$ cat config.mk
export PLATFORM = sky130hd
export DESIGN_NAME = rhCtrl
export DESIGN_NICKNAME = d
export VERILOG_FILES = /design/src/busPkg.sv /design/src/rhPkg.sv /design/src/rhCtrl.sv /design/src/rhStatus.sv /design/src/rhRegDecode.sv /design/src/rhDataBuf.sv /design/src/edgeTrig.sv
export SDC_FILE = /design/constraint.sdc
export NUM_CORES = 2
export LEC_CHECK = 0
export ABC_CLOCK_PERIOD_IN_PS = 4000
export BUFFER_PORTS_ARGS = -buffer_cell sky130_fd_sc_hd__buf_2
export CAP_MARGIN = 20
export CORE_MARGIN = 10
export CORE_UTILIZATION = 35
export DETAILED_ROUTE_END_ITERATION = 6
export SLEW_MARGIN = 20
export SYNTH_ARGS = -nofsm -noshare
export SYNTH_HDL_FRONTEND = slang
export SYNTH_HIERARCHICAL = 1
export SYNTH_SLANG_ARGS = --single-unit
$ cat constraint.sdc
create_clock -name clk -period 4 [get_ports clk]
set_input_delay 0.4 -clock clk [delete_from_list [all_inputs] [get_ports clk]]
set_output_delay 0.4 -clock clk [all_outputs]
set_load 0.05 [all_outputs]
$ cat src/busPkg.sv
//////////////////////////////
// Device bus definitions
// Widths of the 36-bit device bus and the 16-bit controller
// registers, bit order swap and byte-lane helpers
//////////////////////////////

package busPkg;

   localparam int devWidth  = 36;   // Device bus word
   localparam int wordWidth = 16;   // Controller register
   localparam int addrWidth = 3;    // Register select

   // Bus is numbered from 0 at the MSB
   typedef logic [0:devWidth-1]  devWord;
   typedef logic [wordWidth-1:0] rhWord;

   // Renumber the bus into the usual order, MSB stays MSB
   function automatic logic [devWidth-1:0] devToLe(devWord d);
      return d;
   endfunction

   // Back to bus numbering for the read path
   function automatic devWord leToDev(logic [devWidth-1:0] w);
      return w;
   endfunction

   // Register field sits in the low 16 bits of the swapped word
   function automatic rhWord regField(logic [devWidth-1:0] w);
      return w[wordWidth-1:0];
   endfunction

   // Replace only the enabled lanes, lanes[1] high byte, lanes[0] low byte
   function automatic rhWord mergeLanes(rhWord oldW, rhWord newW, logic [1:0] lanes);
      rhWord res;
      res = oldW;
      if (lanes[0])
         res[7:0] = newW[7:0];
      if (lanes[1])
         res[15:8] = newW[15:8];
      return res;
   endfunction

endpackage
$ cat src/rhPkg.sv
//////////////////////////////
// RH11 register map
// Register addresses, CS1 and status bit positions,
// data buffer sizes
//////////////////////////////

package rhPkg;

   import busPkg::*;

   //////////////////////////////
   // Register addresses
   //////////////////////////////

   localparam logic [addrWidth-1:0] addrCs1 = 3'd0;   // Control and status 1
   localparam logic [addrWidth-1:0] addrWc  = 3'd1;   // Word count
   localparam logic [addrWidth-1:0] addrDb  = 3'd2;   // Data buffer
   localparam logic [addrWidth-1:0] addrSts = 3'd3;   // Buffer status, read only

   //////////////////////////////
   // CS1 bits
   //////////////////////////////

   localparam int bitGo     = 0;    // GO, read and write
   localparam int bitClr    = 5;    // Controller clear, write only
   localparam int bitClrTre = 14;   // Write clears TRE, reads as the late error

   //////////////////////////////
   // Status word bits
   //////////////////////////////

   localparam int bitIr  = 6;       // Input ready
   localparam int bitOr  = 7;       // Output ready
   localparam int bitDlt = 15;      // Data late

   // Data buffer sizing
   localparam int defaultBufDepth = 66;    // Words held before full
   localparam int bufStore        = 128;   // Words of RAM behind it
   localparam int ptrWidth        = 7;     // Wraps at bufStore

endpackage

$ cat src/rhCtrl.sv
//////////////////////////////
// RH11 controller register slice
// Joins decoder, status registers and data buffer,
// returns register reads on the device bus
//////////////////////////////

module rhCtrl
   import busPkg::*, rhPkg::*;
#(
   parameter int bufDepth = defaultBufDepth
) (
   input  logic                 clk,
   input  logic                 rst,
   input  logic                 devReset,    // Device clear
   input  logic                 devWrite,
   input  logic                 devRead,
   input  logic [addrWidth-1:0] devAddr,
   input  logic                 devLoByte,
   input  logic                 devHiByte,
   input  devWord               devDataI,
   output devWord               devDataO,
   output logic                 rhGo
);

   rhWord      wrData;
   logic [1:0] byteEn;
   logic       dbWrite, dbRead, csWrite, wcWrite;
   logic       clr, clrTre, clrGo, devClear;
   logic       setDlt, bufIr, bufOr, dltFlag;
   logic       flush;                 // Any clear empties the buffer
   rhWord      dbData, csValue, wcValue;
   rhWord      stsValue;
   rhWord      rdWord;                // Selected register

   rhRegDecode u_decode (
      .devWrite (devWrite),   .devRead (devRead),   .devAddr (devAddr),
      .devLoByte(devLoByte),  .devHiByte(devHiByte), .devDataI(devDataI),
      .devReset (devReset),   .wrData  (wrData),    .byteEn  (byteEn),
      .dbWrite  (dbWrite),    .dbRead  (dbRead),    .csWrite (csWrite),
      .wcWrite  (wcWrite),    .clr     (clr),       .clrTre  (clrTre),
      .clrGo    (clrGo),      .devClear(devClear)
   );

   rhStatus u_status (
      .clk    (clk),     .rst     (rst),      .csWrite(csWrite),
      .wcWrite(wcWrite), .byteEn  (byteEn),   .wrData (wrData),
      .clr    (clr),     .clrTre  (clrTre),   .clrGo  (clrGo),
      .devClear(devClear), .setDlt(setDlt),   .csValue(csValue),
      .wcValue(wcValue), .dltFlag (dltFlag),  .rhGo   (rhGo)
   );

   assign flush = clr | clrTre | clrGo | devClear;

   rhDataBuf #(.bufDepth(bufDepth)) u_dataBuf (
      .clk    (clk),     .rst    (rst),     .flush (flush),
      .dbWrite(dbWrite), .dbRead (dbRead),  .wrData(wrData),
      .dbData (dbData),  .setDlt (setDlt),  .bufIr (bufIr),
      .bufOr  (bufOr)
   );

   //////////////////////////////
   // Read path
   //////////////////////////////

   always_comb
   begin
      stsValue         = '0;
      stsValue[bitIr]  = bufIr;
      stsValue[bitOr]  = bufOr;
      stsValue[bitDlt] = dltFlag;
   end

   always_comb
   begin
      case (devAddr)
         addrCs1: rdWord = csValue;
         addrWc:  rdWord = wcValue;
         addrDb:  rdWord = dbData;        // Head word
         addrSts: rdWord = stsValue;
         default: rdWord = '0;            // Unused selects read zero
      endcase
   end

   // Upper bits zero, back to big-endian numbering
   assign devDataO = leToDev({{(devWidth-wordWidth){1'b0}}, rdWord});

endmodule

$ cat src/rhStatus.sv
//////////////////////////////
// RH11 control and status
// GO bit, sticky data-late flag and word count register
//////////////////////////////

module rhStatus
   import busPkg::*, rhPkg::*;
(
   input  logic       clk,
   input  logic       rst,
   input  logic       csWrite,
   input  logic       wcWrite,
   input  logic [1:0] byteEn,     // {high, low}
   input  rhWord      wrData,
   input  logic       clr,
   input  logic       clrTre,
   input  logic       clrGo,
   input  logic       devClear,
   input  logic       setDlt,     // From the data buffer
   output rhWord      csValue,    // CS1 read value
   output rhWord      wcValue,
   output logic       dltFlag,
   output logic       rhGo        // To the drive side
);

   //////////////////////////////
   // GO and data late
   //////////////////////////////

   always_ff @(posedge clk or posedge rst)
   begin
      if (rst)
      begin
         rhGo    <= 1'b0;
         dltFlag <= 1'b0;
      end
      else
      begin
         // Clears win over sets
         if (clr | clrGo | devClear)
            rhGo <= 1'b0;
         else if (csWrite & wrData[bitGo])
            rhGo <= 1'b1;

         if (clr | clrTre | devClear)
            dltFlag <= 1'b0;
         else if (setDlt)
            dltFlag <= 1'b1;              // Sticky
      end
   end

   //////////////////////////////
   // Word count
   //////////////////////////////

   always_ff @(posedge clk or posedge rst)
   begin
      if (rst)
         wcValue <= '0;
      else if (devClear)
         wcValue <= '0;
      else if (wcWrite)
         wcValue <= mergeLanes(wcValue, wrData, byteEn);   // Other byte kept
   end

   // Late error reads back in the TRE position
   always_comb
   begin
      csValue            = '0;
      csValue[bitGo]     = rhGo;
      csValue[bitClrTre] = dltFlag;
   end

endmodule

$ cat src/rhRegDecode.sv
//////////////////////////////
// RH11 register decoder
// Turns device bus strobes and the register select into
// per-register strobes and CS1 clear commands
//////////////////////////////

module rhRegDecode
   import busPkg::*, rhPkg::*;
(
   input  logic                 devWrite,    // One-cycle write strobe
   input  logic                 devRead,     // One-cycle read strobe
   input  logic [addrWidth-1:0] devAddr,
   input  logic                 devLoByte,
   input  logic                 devHiByte,
   input  devWord               devDataI,    // Big-endian numbering
   input  logic                 devReset,
   output rhWord                wrData,      // Register field, usual order
   output logic [1:0]           byteEn,      // {high, low}
   output logic                 dbWrite,
   output logic                 dbRead,
   output logic                 csWrite,
   output logic                 wcWrite,
   output logic                 clr,         // Controller clear
   output logic                 clrTre,      // Transfer error clear
   output logic                 clrGo,       // CS1 written with GO low
   output logic                 devClear
);

   logic [devWidth-1:0] dataLe;     // Bus after the swap
   logic                selCs1;
   logic                selWc;
   logic                selDb;

   //////////////////////////////
   // Data path
   //////////////////////////////

   assign dataLe = devToLe(devDataI);
   assign wrData = regField(dataLe);
   assign byteEn = {devHiByte, devLoByte};   // Both set is a full word

   //////////////////////////////
   // Address compare
   //////////////////////////////

   assign selCs1 = (devAddr == addrCs1);
   assign selWc  = (devAddr == addrWc);
   assign selDb  = (devAddr == addrDb);
   // Status word has no write side effects

   // All combinational, so each falls with the bus strobe
   assign dbWrite = devWrite & selDb;
   assign dbRead  = devRead & selDb;
   assign csWrite = devWrite & selCs1;
   assign wcWrite = devWrite & selWc;

   //////////////////////////////
   // CS1 commands
   //////////////////////////////

   assign clr      = csWrite & wrData[bitClr];
   assign clrTre   = csWrite & wrData[bitClrTre];
   assign clrGo    = csWrite & ~wrData[bitGo];
   assign devClear = devReset;               // Straight through

endmodule

$ cat src/rhDataBuf.sv
//////////////////////////////
// RH11 data buffer
// Circular word store with depth count, wrapping pointers
// and device-late detection, pointers move on strobe fall
//////////////////////////////

module rhDataBuf
   import busPkg::*, rhPkg::*;
#(
   parameter int bufDepth = defaultBufDepth   // Full at this many words
) (
   input  logic  clk,
   input  logic  rst,
   input  logic  flush,            // Empties the buffer
   input  logic  dbWrite,          // Bus write strobe
   input  logic  dbRead,           // Bus read strobe
   input  rhWord wrData,
   output rhWord dbData,           // Head word, registered
   output logic  setDlt,           // Late access this cycle
   output logic  bufIr,            // Room for a write
   output logic  bufOr             // Word waiting
);

   logic                wrFall;    // Write strobe just dropped
   logic                rdFall;    // Read strobe just dropped
   logic [ptrWidth-1:0] depth;     // Words held
   logic [ptrWidth-1:0] rdPtr;
   logic [ptrWidth-1:0] wrPtr;
   logic                empty;
   logic                full;
   rhWord               mem [bufStore];

   //////////////////////////////
   // Strobe edges
   //////////////////////////////

   edgeTrig #(.posEdge(1'b0)) u_wrEdge (
      .clk   (clk),
      .rst   (rst),
      .sig   (dbWrite),
      .pulse (wrFall)
   );

   edgeTrig #(.posEdge(1'b0)) u_rdEdge (
      .clk   (clk),
      .rst   (rst),
      .sig   (dbRead),
      .pulse (rdFall)
   );

   assign empty = (depth == '0);
   assign full  = (depth == ptrWidth'(bufDepth));

   //////////////////////////////
   // Pointers and depth
   //////////////////////////////

   always_ff @(posedge clk or posedge rst)
   begin
      if (rst)
      begin
         depth <= '0;
         rdPtr <= '0;
         wrPtr <= '0;
      end
      else if (flush)
      begin
         depth <= '0;
         rdPtr <= '0;
         wrPtr <= '0;
      end
      else if (rdFall & ~wrFall & ~empty)
      begin
         depth <= depth - 1'b1;
         rdPtr <= rdPtr + 1'b1;          // Wraps 127 to 0
      end
      else if (wrFall & ~rdFall & ~full)
      begin
         depth <= depth + 1'b1;
         wrPtr <= wrPtr + 1'b1;
      end
      // Both edges at once leave the pointers alone
   end

   //////////////////////////////
   // Store
   //////////////////////////////

   always_ff @(posedge clk)
   begin
      if (dbWrite & ~full)
         mem[wrPtr] <= wrData;           // Dropped when full
      dbData <= mem[rdPtr];              // Follows the head every cycle
   end

   // Late on read of empty or write to full
   assign setDlt = (empty & dbRead) | (full & dbWrite);
   assign bufIr  = ~full;
   assign bufOr  = ~empty;

endmodule

$ cat src/edgeTrig.sv
//////////////////////////////
// Edge trigger
// One-cycle pulse on the rising or falling edge of a strobe
//////////////////////////////

module edgeTrig #(
   parameter bit posEdge = 1'b1    // 1 rising, 0 falling
) (
   input  logic clk,
   input  logic rst,
   input  logic sig,               // Strobe being watched
   output logic pulse              // One cycle wide
);

   logic sigDly;                   // Level seen last cycle

   always_ff @(posedge clk or posedge rst)
   begin
      if (rst)
         sigDly <= 1'b0;
      else
         sigDly <= sig;
   end

   // Pulse lands in the cycle after the transition
   always_comb
   begin
      if (posEdge)
         pulse = sig & ~sigDly;
      else
         pulse = ~sig & sigDly;
   end

endmodule

==> results.cfg <==
[logic_synthesis]
synth_commonest_cells = edfxtp_1 (2048), mux4_2 (521), nor2_1 (191)
synth-seq-area-share_pct = 76.2
synthCells = 3835
synthFlopType = edfxtp_1
synth_xor_area_share_pct = 0.181
synth_simple_gate_area_share_pct = 2.56
synthTopCellsByArea = edfxtp_1 (75%), mux4_2 (14%), mux2i_1 (2.1%), dfrtp_1 (1.2%), nor2_1 (0.87%)
synth_compound_area_share_pct = 2.33
synth_top_cell_by_area = edfxtp_1
ys_types = 73
yosysWarnings = 6
synth_most_common_cell = edfxtp_1
synth_enable_flop_cells = 2048
synth-seq-cells = 2105
synth_top_family_by_area = multiplexers
yosys.area.top_type_share_pct = 74.6
syn_area_per_cell_um2 = 21.5
synthAdderAreaFrac_pct = 0.0607
muxShareOfSynthArea_pct = 16.5
async_flop_share_pct = 1.95
synthesis.area_mm2 = 0.0825

[floorplan]
die_h_um = 505
initial_core_util_pct = 35.1
fp-row-count = 178
die_x_um = 505
pin_count = 83
die_area_mm2 = 0.255
fp.coreArea_mm2 = 0.235

[final_layout]
fillers = 20700
area_delta_synth_final_pct = 14.8
instances_no_fill = 7501
drive_gt1_share_pct = 28.1
final_util_pct = 40.3
num-nets-final = 4223

[cts]
cts_sinks = 2105
clk_pin_slew_ns = 0.06
cts_buffer_depth = 3
cts_tree = done
cts_root_buffer = clkbuf_16
cts_buffers = 208
ctsHtreeMaxLevel = 4
clk_latency_ns = 0.85
postCtsSetupRepairBufs = 0

[placed_design]
io_buffers = 42
gp_congestion = 0.852
dp_hpwl_um = 129000
placed_cells = 7098

[pwr]
seqPwrFrac_pct = 55.0
clkPwrFrac_pct = 43.3
ir_worst_vdd_mv = 0.500
powerDensity_mw_per_mm2 = 465
power_w = 0.0440
swShare_pct = 20.1
p_comb_share_pct = 1.6
power_switching_w = 0.00886
p_int_w = 0.0351
p_leak_nw = 29.3

[timing]
slew_headroom_pct = 22.7
drv_slew = 0
rsz0062_at_grt = no
period_needed_ns = 3.81
worstMarginPinSlew_ns = 1.16
tns_ns = 0
fin_skew_ns = 0.0362
setup_violations = 0
final-hold-violation-count = 0
fmax_ghz = 0.263
post-route-period-util_pct = 95.2

[global_routing]
antenna_found_initial = 7
grt_pass1_vias = 40400
grt.overflow.total = 0
grt_max_degree = 90
grt_pass1_wl_um = 302000
grt.total_usage_pct = 16.1

[setup_path]
rr_worst_depth = 7
crit_path_start_kind = flop
crit_arrival_ns = 3.41
worstPathMaxFanout = 6
end_kind = output port
cp-startpoint = u_dataBuf/depth[0]
cp_data_required_time_ns = 3.60
r2r-start = u_dataBuf/rdPtr[0]
path_class = flop to output port

[min_path]
hold_start = devDataI[14]
min_path_type = primary input to flop
whs_path_depth = 3

[route]
dr.pass1.iters = 6
drt_iter0_markers = 4666
ant_nets = 0
drc_errors = 0
vias = 40400
via_per_inst = 5.38
wl_per_cell_um = 28.0
wl_um = 210000

[run_status]
status = finished clean

[run]
drv_cap = 0
## path summary, 6_finish.rpt
path / endpoint / slack [ns]
max: devDataO[6] / 0.19
min: u_status/wcValue[14] / 0.05
max reg2reg: u_dataBuf/dbData[9] / 0.44
min reg2reg: u_status/dltFlag / 0.58
max in group asynchronous: u_dataBuf/rdPtr[1] / 3.22
min in group asynchronous: u_dataBuf/depth[4] / 0.25
## layout make-up
cell class	count	area [µm²]	share of cell area, %
antenna	4	10.0	0.0106
timing repair buffer	366	3030	3.21
multi-input combinational	1478	18100	19.1
tap	3150	3940	4.17
clock inverter	121	1170	1.23
clock buffer	263	5480	5.79
inverter	14	56.3	0.0595
sequential	2105	62900	66.4
## sequential cells by signal, indices dropped and copies added (netlist names)
signal / cells
u_dataBuf/mem: 2048
u_dataBuf/dbData: 16
u_status/wcValue: 16
u_dataBuf/depth: 7
u_dataBuf/rdPtr: 7
u_dataBuf/wrPtr: 7
u_dataBuf/u_rdEdge/sigDly: 1
u_dataBuf/u_wrEdge/sigDly: 1
u_status/dltFlag: 1
u_status/rhGo: 1
## layer usage
metal	vias up	share of wire [%]	global-route usage [%]
li1	16600	-	-
met1	21800	43	23.2
met2	1653	47	25.0
met3	287	7.7	3.05
met4	2	2.6	4.32
met5	-	0.0057	0
## power groups by stage
stage / combinational (W) / clock [W] / sequential (W)
after floorplan: 0.000436 / 0 / 0.0247
after global placement: 0.000692 / 0 / 0.0247
after detailed placement: 0.000722 / 0 / 0.0247
after CTS: 0.000732 / 0.0194 / 0.0242
after global routing: 0.000778 / 0.0203 / 0.0242
final: 0.000718 / 0.0191 / 0.0242
## stage by stage
step                      worst slack [ns]  hold slack, ns  area (µm²)
after floorplan                      0.787           0.129       82600
after global placement               0.506           0.270       87800
after detailed placement             0.500           0.273       87800
after CTS                           0.0441         0.00548       94600
after global routing                0.0631          0.0421       94600
final                                0.193          0.0500       94600
## cells by family (layout without fill, tap and decap cells)
group / Yosys count / after routing
AO/OA/AOI/OAI: 269 / 269
XOR/XNOR: 17 / 17
adder cells (fa/ha/maj): 4 / 4
buffers and inverters: 284 / 764
flip-flops: 2105 / 2105
multiplexers: 706 / 706
other: 2 / 38
AND/OR/NAND/NOR: 448 / 448
## layout by cell type, fill, tap and decap left out, drive strengths merged, types with 5 or more instances in the layout
| master | n |
|---|---|
| edfxtp | 2048 |
| mux4 | 522 |
| buf | 352 |
| clkbuf | 263 |
| nor2 | 191 |
| mux2i | 170 |
| nand2 | 105 |
| clkinv | 93 |
| a21oi | 70 |
| a22oi | 46 |
| a211oi | 43 |
| dfrtp | 41 |
| nand3 | 39 |
| conb | 34 |
| nor2b | 31 |
| o221ai | 20 |
| inv | 19 |
| and2 | 18 |
| bufinv | 17 |
| dfxtp | 16 |
| a21bo | 16 |
| nand2b | 15 |
| dlygate4sd3 | 14 |
| mux2 | 14 |
| a31oi | 13 |
| o22ai | 13 |
| xnor2 | 9 |
| xor2 | 8 |
| nor4 | 8 |
| o21ai | 8 |
| and3 | 7 |
| a22o | 7 |
| clkinvlp | 6 |
| nand4 | 6 |
| o2111ai | 6 |
| nor3b | 5 |
## worst max-delay path: stages (launching register included)
cell and delay, ns:
dfrtp_1 0.44, or4_4 0.61, nor3_4 0.24, buf_4 0.20, inv_1 0.17, mux4_2 0.55, nor2b_4 0.14, buf_2 0.22
## what timing repair did
item | 4_1_cts | 5_1_grt
hold endpoints to repair | 91 | 0
endpoints found under the setup margin | 0 | 1
gates resized for setup | 0 | 2
hold buffers | 14 | 0
No activity file was read; power rests on OpenSTA's default activity.
